$ cat config.mk
export PLATFORM = sky130hd
export DESIGN_NAME = lspcTop
export DESIGN_NICKNAME = d
export VERILOG_FILES = /design/src/hw/lspcPkg.sv /design/src/hw/lspcVideoSync.sv /design/src/hw/lspcRegs.sv /design/src/hw/lspcVramWriteQueue.sv /design/src/hw/lspcAutoAnim.sv /design/src/hw/lspcTop.sv
export SDC_FILE = /design/constraint.sdc
export NUM_CORES = 1
export LEC_CHECK = 0
export ABC_CLOCK_PERIOD_IN_PS = 6750
export BUFFER_PORTS_ARGS = -buffer_cell sky130_fd_sc_hd__buf_2
export CORE_MARGIN = 2
export CORE_UTILIZATION = 50
export CTS_CLUSTER_SIZE = 10
export DETAILED_ROUTE_END_ITERATION = 7
export HOLD_SLACK_MARGIN = 0.15
export PLACE_DENSITY = 0.7
export SETUP_SLACK_MARGIN = 0.5
export SYNTH_ARGS = -nofsm -noshare
export SYNTH_HDL_FRONTEND = slang
export SYNTH_SLANG_ARGS = --single-unit
$ cat constraint.sdc
create_clock -name clk24M -period 6.75 [get_ports clk24M]
set_input_delay 0.3375 -clock clk24M [delete_from_list [all_inputs] [get_ports clk24M]]
set_output_delay 0.3375 -clock clk24M [all_outputs]
set_load 0.005 [all_outputs]
$ cat src/hw/lspcPkg.sv
// Shared widths, video timing, register map and write queue constants, imported by every LSPC block
package lspcPkg;

	// Video timing
	localparam int clkPerPixel = 4;
	localparam int phaseBits = $clog2(clkPerPixel);
	localparam int pixelsPerLine = 384;
	localparam int linesPerFrame = 264;
	// Visible area
	localparam int activePixels = 320;
	localparam int activeLines = 224;
	// Sync low over this inclusive pixel range
	localparam int hSyncStart = 336;
	localparam int hSyncEnd = 367;

	// Counter and data widths
	typedef logic [8:0] pixelT;
	typedef logic [8:0] rasterT;
	typedef logic [15:0] vramAddrT;
	typedef logic [15:0] vramDataT;
	// CPU word address, cpuAddr bits 3 to 1
	typedef logic [2:0] regAddrT;
	// Auto-animation
	typedef logic [7:0] aaSpeedT;
	typedef logic [2:0] aaCountT;
	// Credits held toward external VRAM
	typedef logic [2:0] creditT;

	// Register map, 4 to 7 unused
	localparam regAddrT regVramAddr = 3'd0;
	localparam regAddrT regVramRw = 3'd1;
	localparam regAddrT regVramMod = 3'd2;
	localparam regAddrT regLspcMode = 3'd3;

	// Mode write, aaSpeed in bits 15 to 8
	localparam int modeAaSpeedLsb = 8;
	// Mode read, raster line in bits 15 to 7
	// aaCount sits in bits 2 to 0
	localparam int modeRasterLsb = 7;

	// Credits after reset
	localparam int vramCreditMax = 4;

	// Write queue sizing
	localparam int writeQueueDepth = 8;
	localparam int queuePtrBits = $clog2(writeQueueDepth);
	// One extra bit so a full queue can be told from an empty one
	localparam int queueCountBits = $clog2(writeQueueDepth + 1);

endpackage

$ cat src/hw/lspcVideoSync.sv
// Pixel and raster counters with sync, blanking and frame start, driven by a pixel enable
`timescale 1ns/10ps

module lspcVideoSync (
	input  logic clk24M,
	input  logic rstN,
	output lspcPkg::pixelT pixelCount,
	output lspcPkg::rasterT rasterCount,
	output logic hSyncN,
	output logic hBlank,
	output logic vBlank,
	output logic frameStart
);
	import lspcPkg::*;

	logic [phaseBits-1:0] phase;
	logic pixelEn;
	logic lineEnd;
	logic frameEnd;
	pixelT pixelNext;
	rasterT rasterNext;

	// One pixel every clkPerPixel cycles
	assign pixelEn = (phase == phaseBits'(clkPerPixel - 1));

	// Last pixel of a line, last line of a frame
	assign lineEnd = (pixelCount == pixelT'(pixelsPerLine - 1));
	assign frameEnd = lineEnd && (rasterCount == rasterT'(linesPerFrame - 1));

	// Counts after the next pixel enable
	assign pixelNext = lineEnd ? '0 : pixelCount + 1'b1;

	always_comb begin
		if (!lineEnd)
			rasterNext = rasterCount;
		else if (frameEnd)
			rasterNext = '0;
		else
			rasterNext = rasterCount + 1'b1;
	end

	// Both counters wrap on this enable
	assign frameStart = pixelEn && frameEnd;

	// Phase counter
	always_ff @(posedge clk24M) begin
		if (!rstN)
			phase <= '0;
		else
			phase <= pixelEn ? '0 : phase + 1'b1;
	end

	// Counters, flags compared against the next counts
	// so they line up with the counts they describe
	always_ff @(posedge clk24M) begin
		if (!rstN) begin
			pixelCount <= '0;
			rasterCount <= '0;
			hSyncN <= 1'b1;
			hBlank <= 1'b0;
			vBlank <= 1'b0;
		end else if (pixelEn) begin
			pixelCount <= pixelNext;
			rasterCount <= rasterNext;
			hSyncN <= !((pixelNext >= pixelT'(hSyncStart)) && (pixelNext <= pixelT'(hSyncEnd)));
			hBlank <= (pixelNext >= pixelT'(activePixels));
			vBlank <= (rasterNext >= rasterT'(activeLines));
		end
	end

endmodule

$ cat src/hw/lspcRegs.sv
// CPU register port: VRAM address, modulo and mode registers, data writes into the VRAM write queue
`timescale 1ns/10ps

module lspcRegs (
	input  logic clk24M,
	input  logic rstN,
	input  lspcPkg::regAddrT cpuAddr,
	input  lspcPkg::vramDataT cpuWrData,
	input  logic cpuWe,
	input  logic cpuRe,
	input  logic queueReady,
	input  lspcPkg::rasterT rasterCount,
	input  lspcPkg::aaCountT aaCount,
	output lspcPkg::vramDataT cpuRdData,
	output logic queuePush,
	output lspcPkg::vramAddrT queueAddr,
	output lspcPkg::vramDataT queueData,
	output lspcPkg::aaSpeedT aaSpeed
);
	import lspcPkg::*;

	vramAddrT vramAddr;
	vramDataT vramMod;
	vramDataT modeWord;
	vramDataT rdWord;
	logic wrVramAddr;
	logic wrVramRw;
	logic wrVramMod;
	logic wrLspcMode;

	// Write decode
	assign wrVramAddr = cpuWe && (cpuAddr == regVramAddr);
	assign wrVramRw = cpuWe && (cpuAddr == regVramRw);
	assign wrVramMod = cpuWe && (cpuAddr == regVramMod);
	assign wrLspcMode = cpuWe && (cpuAddr == regLspcMode);

	// Data writes only go in while the queue has room
	assign queuePush = wrVramRw && queueReady;
	// Address before the increment
	assign queueAddr = vramAddr;
	assign queueData = cpuWrData;

	// Address, modulo and speed registers
	always_ff @(posedge clk24M) begin
		if (!rstN) begin
			vramAddr <= '0;
			vramMod <= '0;
			aaSpeed <= '0;
		end else begin
			// Direct load
			if (wrVramAddr)
				vramAddr <= cpuWrData;
			// Auto-increment, wraps at 16 bits
			else if (queuePush)
				vramAddr <= vramAddr + vramMod;
			if (wrVramMod)
				vramMod <= cpuWrData;
			if (wrLspcMode)
				aaSpeed <= cpuWrData[modeAaSpeedLsb +: $bits(aaSpeedT)];
		end
	end

	// Mode readback, raster line on top, frame number at the bottom
	// bits 6 to 3 stay zero
	assign modeWord = (vramDataT'(rasterCount) << modeRasterLsb) | vramDataT'(aaCount);

	// Read mux
	always_comb begin
		case (cpuAddr)
			// No VRAM reads, both give the current address
			regVramAddr, regVramRw: rdWord = vramAddr;
			regVramMod: rdWord = vramMod;
			regLspcMode: rdWord = modeWord;
			default: rdWord = '0;
		endcase
	end

	// Read data held until the next read
	always_ff @(posedge clk24M) begin
		if (cpuRe)
			cpuRdData <= rdWord;
	end

endmodule

$ cat src/hw/lspcVramWriteQueue.sv
// Queue of pending CPU writes to VRAM, released one per cycle against credits from the VRAM side
`timescale 1ns/10ps

module lspcVramWriteQueue (
	input  logic clk24M,
	input  logic rstN,
	input  logic queuePush,
	input  lspcPkg::vramAddrT queueAddr,
	input  lspcPkg::vramDataT queueData,
	input  logic vramCredit,
	output logic queueReady,
	output logic vramWrValid,
	output lspcPkg::vramAddrT vramWrAddr,
	output lspcPkg::vramDataT vramWrData
);
	import lspcPkg::*;

	vramAddrT addrMem [writeQueueDepth];
	vramDataT dataMem [writeQueueDepth];
	logic [queuePtrBits-1:0] wrPtr;
	logic [queuePtrBits-1:0] rdPtr;
	logic [queueCountBits-1:0] fill;
	creditT credit;
	logic pop;

	// Room left
	assign queueReady = (fill != queueCountBits'(writeQueueDepth));

	// Pop needs an entry and a credit
	assign pop = (fill != '0) && (credit != '0);
	assign vramWrValid = pop;
	// Head of the queue
	assign vramWrAddr = addrMem[rdPtr];
	assign vramWrData = dataMem[rdPtr];

	// Storage
	always_ff @(posedge clk24M) begin
		if (queuePush) begin
			addrMem[wrPtr] <= queueAddr;
			dataMem[wrPtr] <= queueData;
		end
	end

	// Pointers, occupancy, credits
	always_ff @(posedge clk24M) begin
		if (!rstN) begin
			wrPtr <= '0;
			rdPtr <= '0;
			fill <= '0;
			credit <= creditT'(vramCreditMax);
		end else begin
			if (queuePush)
				wrPtr <= (wrPtr == queuePtrBits'(writeQueueDepth - 1)) ? '0 : wrPtr + 1'b1;
			if (pop)
				rdPtr <= (rdPtr == queuePtrBits'(writeQueueDepth - 1)) ? '0 : rdPtr + 1'b1;
			// Push and pop together leave the fill alone
			case ({queuePush, pop})
				2'b10: fill <= fill + 1'b1;
				2'b01: fill <= fill - 1'b1;
				default: fill <= fill;
			endcase
			// Returned credit usable from the next cycle
			case ({pop, vramCredit})
				2'b10: credit <= credit - 1'b1;
				2'b01: credit <= credit + 1'b1;
				default: credit <= credit;
			endcase
		end
	end

endmodule

$ cat src/hw/lspcAutoAnim.sv
// Auto-animation frame counter, stepping once every aaSpeed+1 frame starts
`timescale 1ns/10ps

module lspcAutoAnim (
	input  logic clk24M,
	input  logic rstN,
	input  logic frameStart,
	input  lspcPkg::aaSpeedT aaSpeed,
	output lspcPkg::aaCountT aaCount
);
	import lspcPkg::*;

	// Frames seen since the last step
	aaSpeedT frameDiv;
	logic step;

	// Also steps when aaSpeed was lowered below the divider
	assign step = frameStart && (frameDiv >= aaSpeed);

	always_ff @(posedge clk24M) begin
		if (!rstN) begin
			frameDiv <= '0;
			aaCount <= '0;
		end else if (step) begin
			frameDiv <= '0;
			// Wraps modulo 8
			aaCount <= aaCount + 1'b1;
		end else if (frameStart) begin
			frameDiv <= frameDiv + 1'b1;
		end
	end

endmodule

$ cat src/hw/lspcTop.sv
// LSPC top level tying video timing, CPU registers, VRAM write queue and auto-animation together
`timescale 1ns/10ps

module lspcTop (
	input  logic clk24M,
	input  logic rstN,
	input  lspcPkg::regAddrT cpuAddr,
	input  lspcPkg::vramDataT cpuWrData,
	input  logic cpuWe,
	input  logic cpuRe,
	input  logic vramCredit,
	output lspcPkg::vramDataT cpuRdData,
	output logic cpuWrReady,
	output logic vramWrValid,
	output lspcPkg::vramAddrT vramWrAddr,
	output lspcPkg::vramDataT vramWrData,
	output lspcPkg::pixelT pixelCount,
	output lspcPkg::rasterT rasterCount,
	output logic hSyncN,
	output logic hBlank,
	output logic vBlank,
	output lspcPkg::aaCountT aaCount
);
	import lspcPkg::*;

	// Registers to queue
	logic queuePush;
	vramAddrT queueAddr;
	vramDataT queueData;
	// Timing to animation
	logic frameStart;
	aaSpeedT aaSpeed;

	lspcVideoSync videoSync0 (
		.clk24M(clk24M), .rstN(rstN), .pixelCount(pixelCount), .rasterCount(rasterCount),
		.hSyncN(hSyncN), .hBlank(hBlank), .vBlank(vBlank), .frameStart(frameStart)
	);

	// Queue ready goes straight out as the CPU write ready
	lspcRegs regs0 (
		.clk24M(clk24M), .rstN(rstN), .cpuAddr(cpuAddr), .cpuWrData(cpuWrData),
		.cpuWe(cpuWe), .cpuRe(cpuRe), .queueReady(cpuWrReady), .rasterCount(rasterCount),
		.aaCount(aaCount), .cpuRdData(cpuRdData), .queuePush(queuePush),
		.queueAddr(queueAddr), .queueData(queueData), .aaSpeed(aaSpeed)
	);

	lspcVramWriteQueue writeQueue0 (
		.clk24M(clk24M), .rstN(rstN), .queuePush(queuePush), .queueAddr(queueAddr),
		.queueData(queueData), .vramCredit(vramCredit), .queueReady(cpuWrReady),
		.vramWrValid(vramWrValid), .vramWrAddr(vramWrAddr), .vramWrData(vramWrData)
	);

	lspcAutoAnim autoAnim0 (
		.clk24M(clk24M), .rstN(rstN), .frameStart(frameStart), .aaSpeed(aaSpeed),
		.aaCount(aaCount)
	);

endmodule

==> summary.txt <==
Outcome
  – Run status: completed

Pwr
  – Static Leak: roughly 6.0 nW
  – Fraction of power spent switching nets: about 24%
  – Combinational share of power: 16.3%
  – Sequential cell fraction of total power: 46.3%
  – Internal Pwr Total: 0.00411 W
  – Peak supply drop: 0.209 mV
  – Switching component of the power: 0.00133 W
  – Clk pwr share: approximately 37%
  – Total power divided by cell area: slightly above 300 nW/um^2

CTS
  – Number of resized instances in the post-cts repair step: 0
  – Root Buffer Master: sky130_fd_sc_hd__clkbuf_16
  – Number of H-tree branching levels: 2
  – Clock-pin slew reported for the worst setup and hold paths after clock tree synthesis: 60 ps
  – CTS tree: done
  – Total clock buffers created by CTS: 42
  – Clock Sinks: 362
  – Number of buffers on the longest clock path: 3
  – Clock latency on the worst-skew pair: 530 ps

Timing
  – Highest clock rate: 0.295 GHz
  – Setup repair after global routing missed its margin: no
  – Final Hold Violating Endpoints: 0
  – Worst clock skew on the final layout: 12.2 ps
  – Crit path time final: 3400 ps
  – Final period util: 50.3%
  – Transition time of the tightest slew-check pin: 1300 ps
  – Final sum of negative setup slack: 0 ps
  – Number of max-slew violations in the final report: 0
  – Min Hold Slack: 166 ps
  – Final-report setup violation count: 0
  – Worst max-slew margin expressed relative to the limit: 12.9%

Routing
  – Average wire per standard cell: 21.4 microns
  – DRC violations left: 0
  – Post-Route WL: 33.9 mm
  – DRT Pass-1 Iters: 5
  – Residual antenna-violating net count after detailed routing: 0
  – Via-per-instance ratio: 5.85
  – Drt first-iter violations: 708
  – Via count of the routed design: between 9000 and 10000

Finish
  – Storage element area: 9970 sq um
  – Design Area, Final: 17500 sq um
  – Signed area change from the synthesized netlist to the final layout: 14.4%
  – Share of layout cells above drive strength 1: 23.0%
  – Util after Layout: 57.8%
  – Post-route non-filler standard cell count: 1585
  – Multi-input logic area: between 5000 and 6000 sq um
  – Filler cell count in the final layout: 2352
  – Net total in the final layout: about 1200

Global route
  – GR Util met1: roughly 30%
  – Initial antenna violation count: 3
  – Wire length of the first global-routing pass: approximately 52 mm
  – Gr usage total: 21.6%
  – Overflow left after global routing: 0
  – Met3 demand-to-capacity share in global routing: 4.11%
  – Met2 track demand over resource in global routing: 35.8%
  – Layer with the highest usage after global routing: met2
  – Largest net degree at the start of global routing: 65
  – Vias in the first global route: 9171

Worst setup path
  – Kind of capture point of the worst setup path: output pin
  – Required time of the critical path: 6410 ps
  – Critical Path Slowest Stage Cell: sky130_fd_sc_hd__dfxtp_4
  – Classification of the worst setup path: reg -> out
  – Crit path buf inv count: 2
  – Delay of the slowest critical-path stage: ~840 ps
  – Arrival time reported for the critical path endpoint: 3060 ps
  – Crit path launch type: flop
  – Crit-path max FO: 38
  – Top cell family by delay on the critical path: multiplexers
  – Crit path cell chain: buf_4 > mux4_2 > mux2_2 > buf_2

Synthesis
  – Number of unique standard cell types used by synthesis: 57
  – Cell taking the most area after synthesis: sky130_fd_sc_hd__edfxtp_1
  – Most used standard cell by instance count after synthesis: sky130_fd_sc_hd__edfxtp_1
  – Leading post-synthesis cells by instance count: 272 x sky130_fd_sc_hd__edfxtp_1, 90 x sky130_fd_sc_hd__dfxtp_1, 87 x sky130_fd_sc_hd__nand2_1
  – Ys Warns: 0
  – Synth Register Bits: about 360
  – Synth Cell Area: 15300 sq um
  – Number of enable flip-flop cells after synthesis: 272
  – Leading post-synthesis cells by cell area: sky130_fd_sc_hd__edfxtp_1 53%, sky130_fd_sc_hd__dfxtp_1 12%, sky130_fd_sc_hd__mux4_2 9.4%, sky130_fd_sc_hd__ha_1 3.0%, sky130_fd_sc_hd__mux2_2 2.4%
  – Share of synthesized registers carrying an async set or reset: 0%
  – Post-synthesis average cell area: 14.6 sq um
  – Share of Yosys cell area claimed by the top area cell type: 53.3%
  – Syn Nets: 1112
  – Primary flip-flop cell chosen by synthesis mapping: sky130_fd_sc_hd__edfxtp_1
  – Syn Inst Count: 1048
  – Seq/Total Area, Yosys: ~65%

Floorplanning
  – Vert. Die Dim: 179 microns
  – Number of placement rows: 64
  – Initial cell density of the core: 50.5%
  – Die Span X: 179 microns
  – Die outline area: 32100 sq um
  – Number of top-level pins: 98
  – Floorplan core area: 30300 sq um

Flow run
  – Total of max-cap violations: 0

Hold path
  – Worst hold-check path type: in -> reg

Placement
  – Placed instance area: between 15000 and 20000 sq um
  – HPWL Detailed: 21.0 mm
  – Last weighted congestion value of the routability-driven placer: 0.870
  – Number of cells in the design after placement: 1505
  – Input/output buffers: 97
## layer usage
| metal | part of all wire [%] | wire [microns] |
|---|---|---|
| met1 | 42 | 14200 |
| met2 | 49 | 16700 |
| met3 | 6.9 | 2340 |
| met4 | 2.2 | 753 |
| met5 | 0 | 0 |
## power groups by stage
stage	clock (W)	sequential, W	combinational [W]
2_1_floorplan	0	0.00251	0.000671
3_3_place_gp	0	0.00257	0.000884
3_5_place_dp	0	0.00257	0.000892
4_1_cts	0.00207	0.00252	0.000900
5_1_grt	0.00216	0.00253	0.000967
6_report	0.00204	0.00252	0.000884
## per-stage QoR
step                      total power (W)  setup slack (ps)
after floorplan                   0.00318              1520
after global placement            0.00345              3260
after detailed placement          0.00346              3220
after CTS                         0.00550              3250
after global routing              0.00566              3070
final                             0.00544              3350
## placed cells by master (no fill, tap or decap), types with 24 or more instances in the layout
master                        n
sky130_fd_sc_hd__a21oi_1     62
sky130_fd_sc_hd__buf_2       97
sky130_fd_sc_hd__edfxtp_1   272
sky130_fd_sc_hd__nand2_1     87
sky130_fd_sc_hd__inv_1       26
sky130_fd_sc_hd__mux4_2      64
sky130_fd_sc_hd__nor2_1      67
sky130_fd_sc_hd__clkbuf_1    30
sky130_fd_sc_hd__dfxtp_1     88
sky130_fd_sc_hd__clkbuf_16   43
sky130_fd_sc_hd__ha_1        37
sky130_fd_sc_hd__o21ai_0     29
sky130_fd_sc_hd__mux2_2      32
sky130_fd_sc_hd__nand3_1     24
## sequential cells by signal (all words and copies together) (netlist names), named ones only
register,cells
videoSync0.pixelCount,9
writeQueue0.credit,3
videoSync0.rasterCount,9
videoSync0.hBlank,1
writeQueue0.rdPtr,3
autoAnim0.frameDiv,8
writeQueue0.fill,4
videoSync0.hSyncN,1
videoSync0.phase,2
regs0.cpuRdData,16
writeQueue0.wrPtr,3
writeQueue0.dataMem,128
videoSync0.vBlank,1
writeQueue0.addrMem,128
regs0.queueAddr,16
autoAnim0.aaCount,3
regs0.vramMod,16
regs0.aaSpeed,8
## timing repair
action,in CTS,in global routing
hold buffers,1,0
hold endpoints to repair,3,0
setup buffers,0,0
## worst paths after layout
path / from / slack, ps / depth (start not counted) / end
setup / recovery: flop / 3350 / 4 / vramWrData[2]
hold / removal: cpuWrData[0] / 170 / 3 / regs0.vramMod[0]
hold reg to reg: videoSync0.phase[0] / 420 / 1 / videoSync0.phase[0]
setup reg to reg: writeQueue0.fill[0] / 3390 / 11 / writeQueue0.fill[3]
## worst reg2reg max path, delay by kind of cell, from the launching register on
family                     cells  cell delay [ps]
and+or+nand+nor                3             1230
buffers and inverters          2              620
adders and majority gates      2              530
AOI/OAI and AO/OA              3              480
DFF                            1              350
xor gates and xnor gates       1               90
## cells by family after synthesis
logic type               share of synthesized area [%]
multiplexers                                      13.0
adder cells (fa/ha/maj)                           3.41
AND/OR/NAND/NOR                                   7.96
AO/OA/AOI/OAI                                     6.69
buffers and inverters                             1.90
XOR/XNOR                                          2.00
flip-flops                                        65.0
## cell type report
cell class	count	area share (%)
Clock buffer	74	6.86
Sequential cell	362	56.9
Inverter	27	0.578
Timing Repair Buffer	112	3.43
Tap cell	396	2.83
Antenna cell	2	0.0286
Clock inverter	3	0.214
Multi-Input combinational cell	609	29.2
No activity file was read; power rests on OpenSTA's default activity.
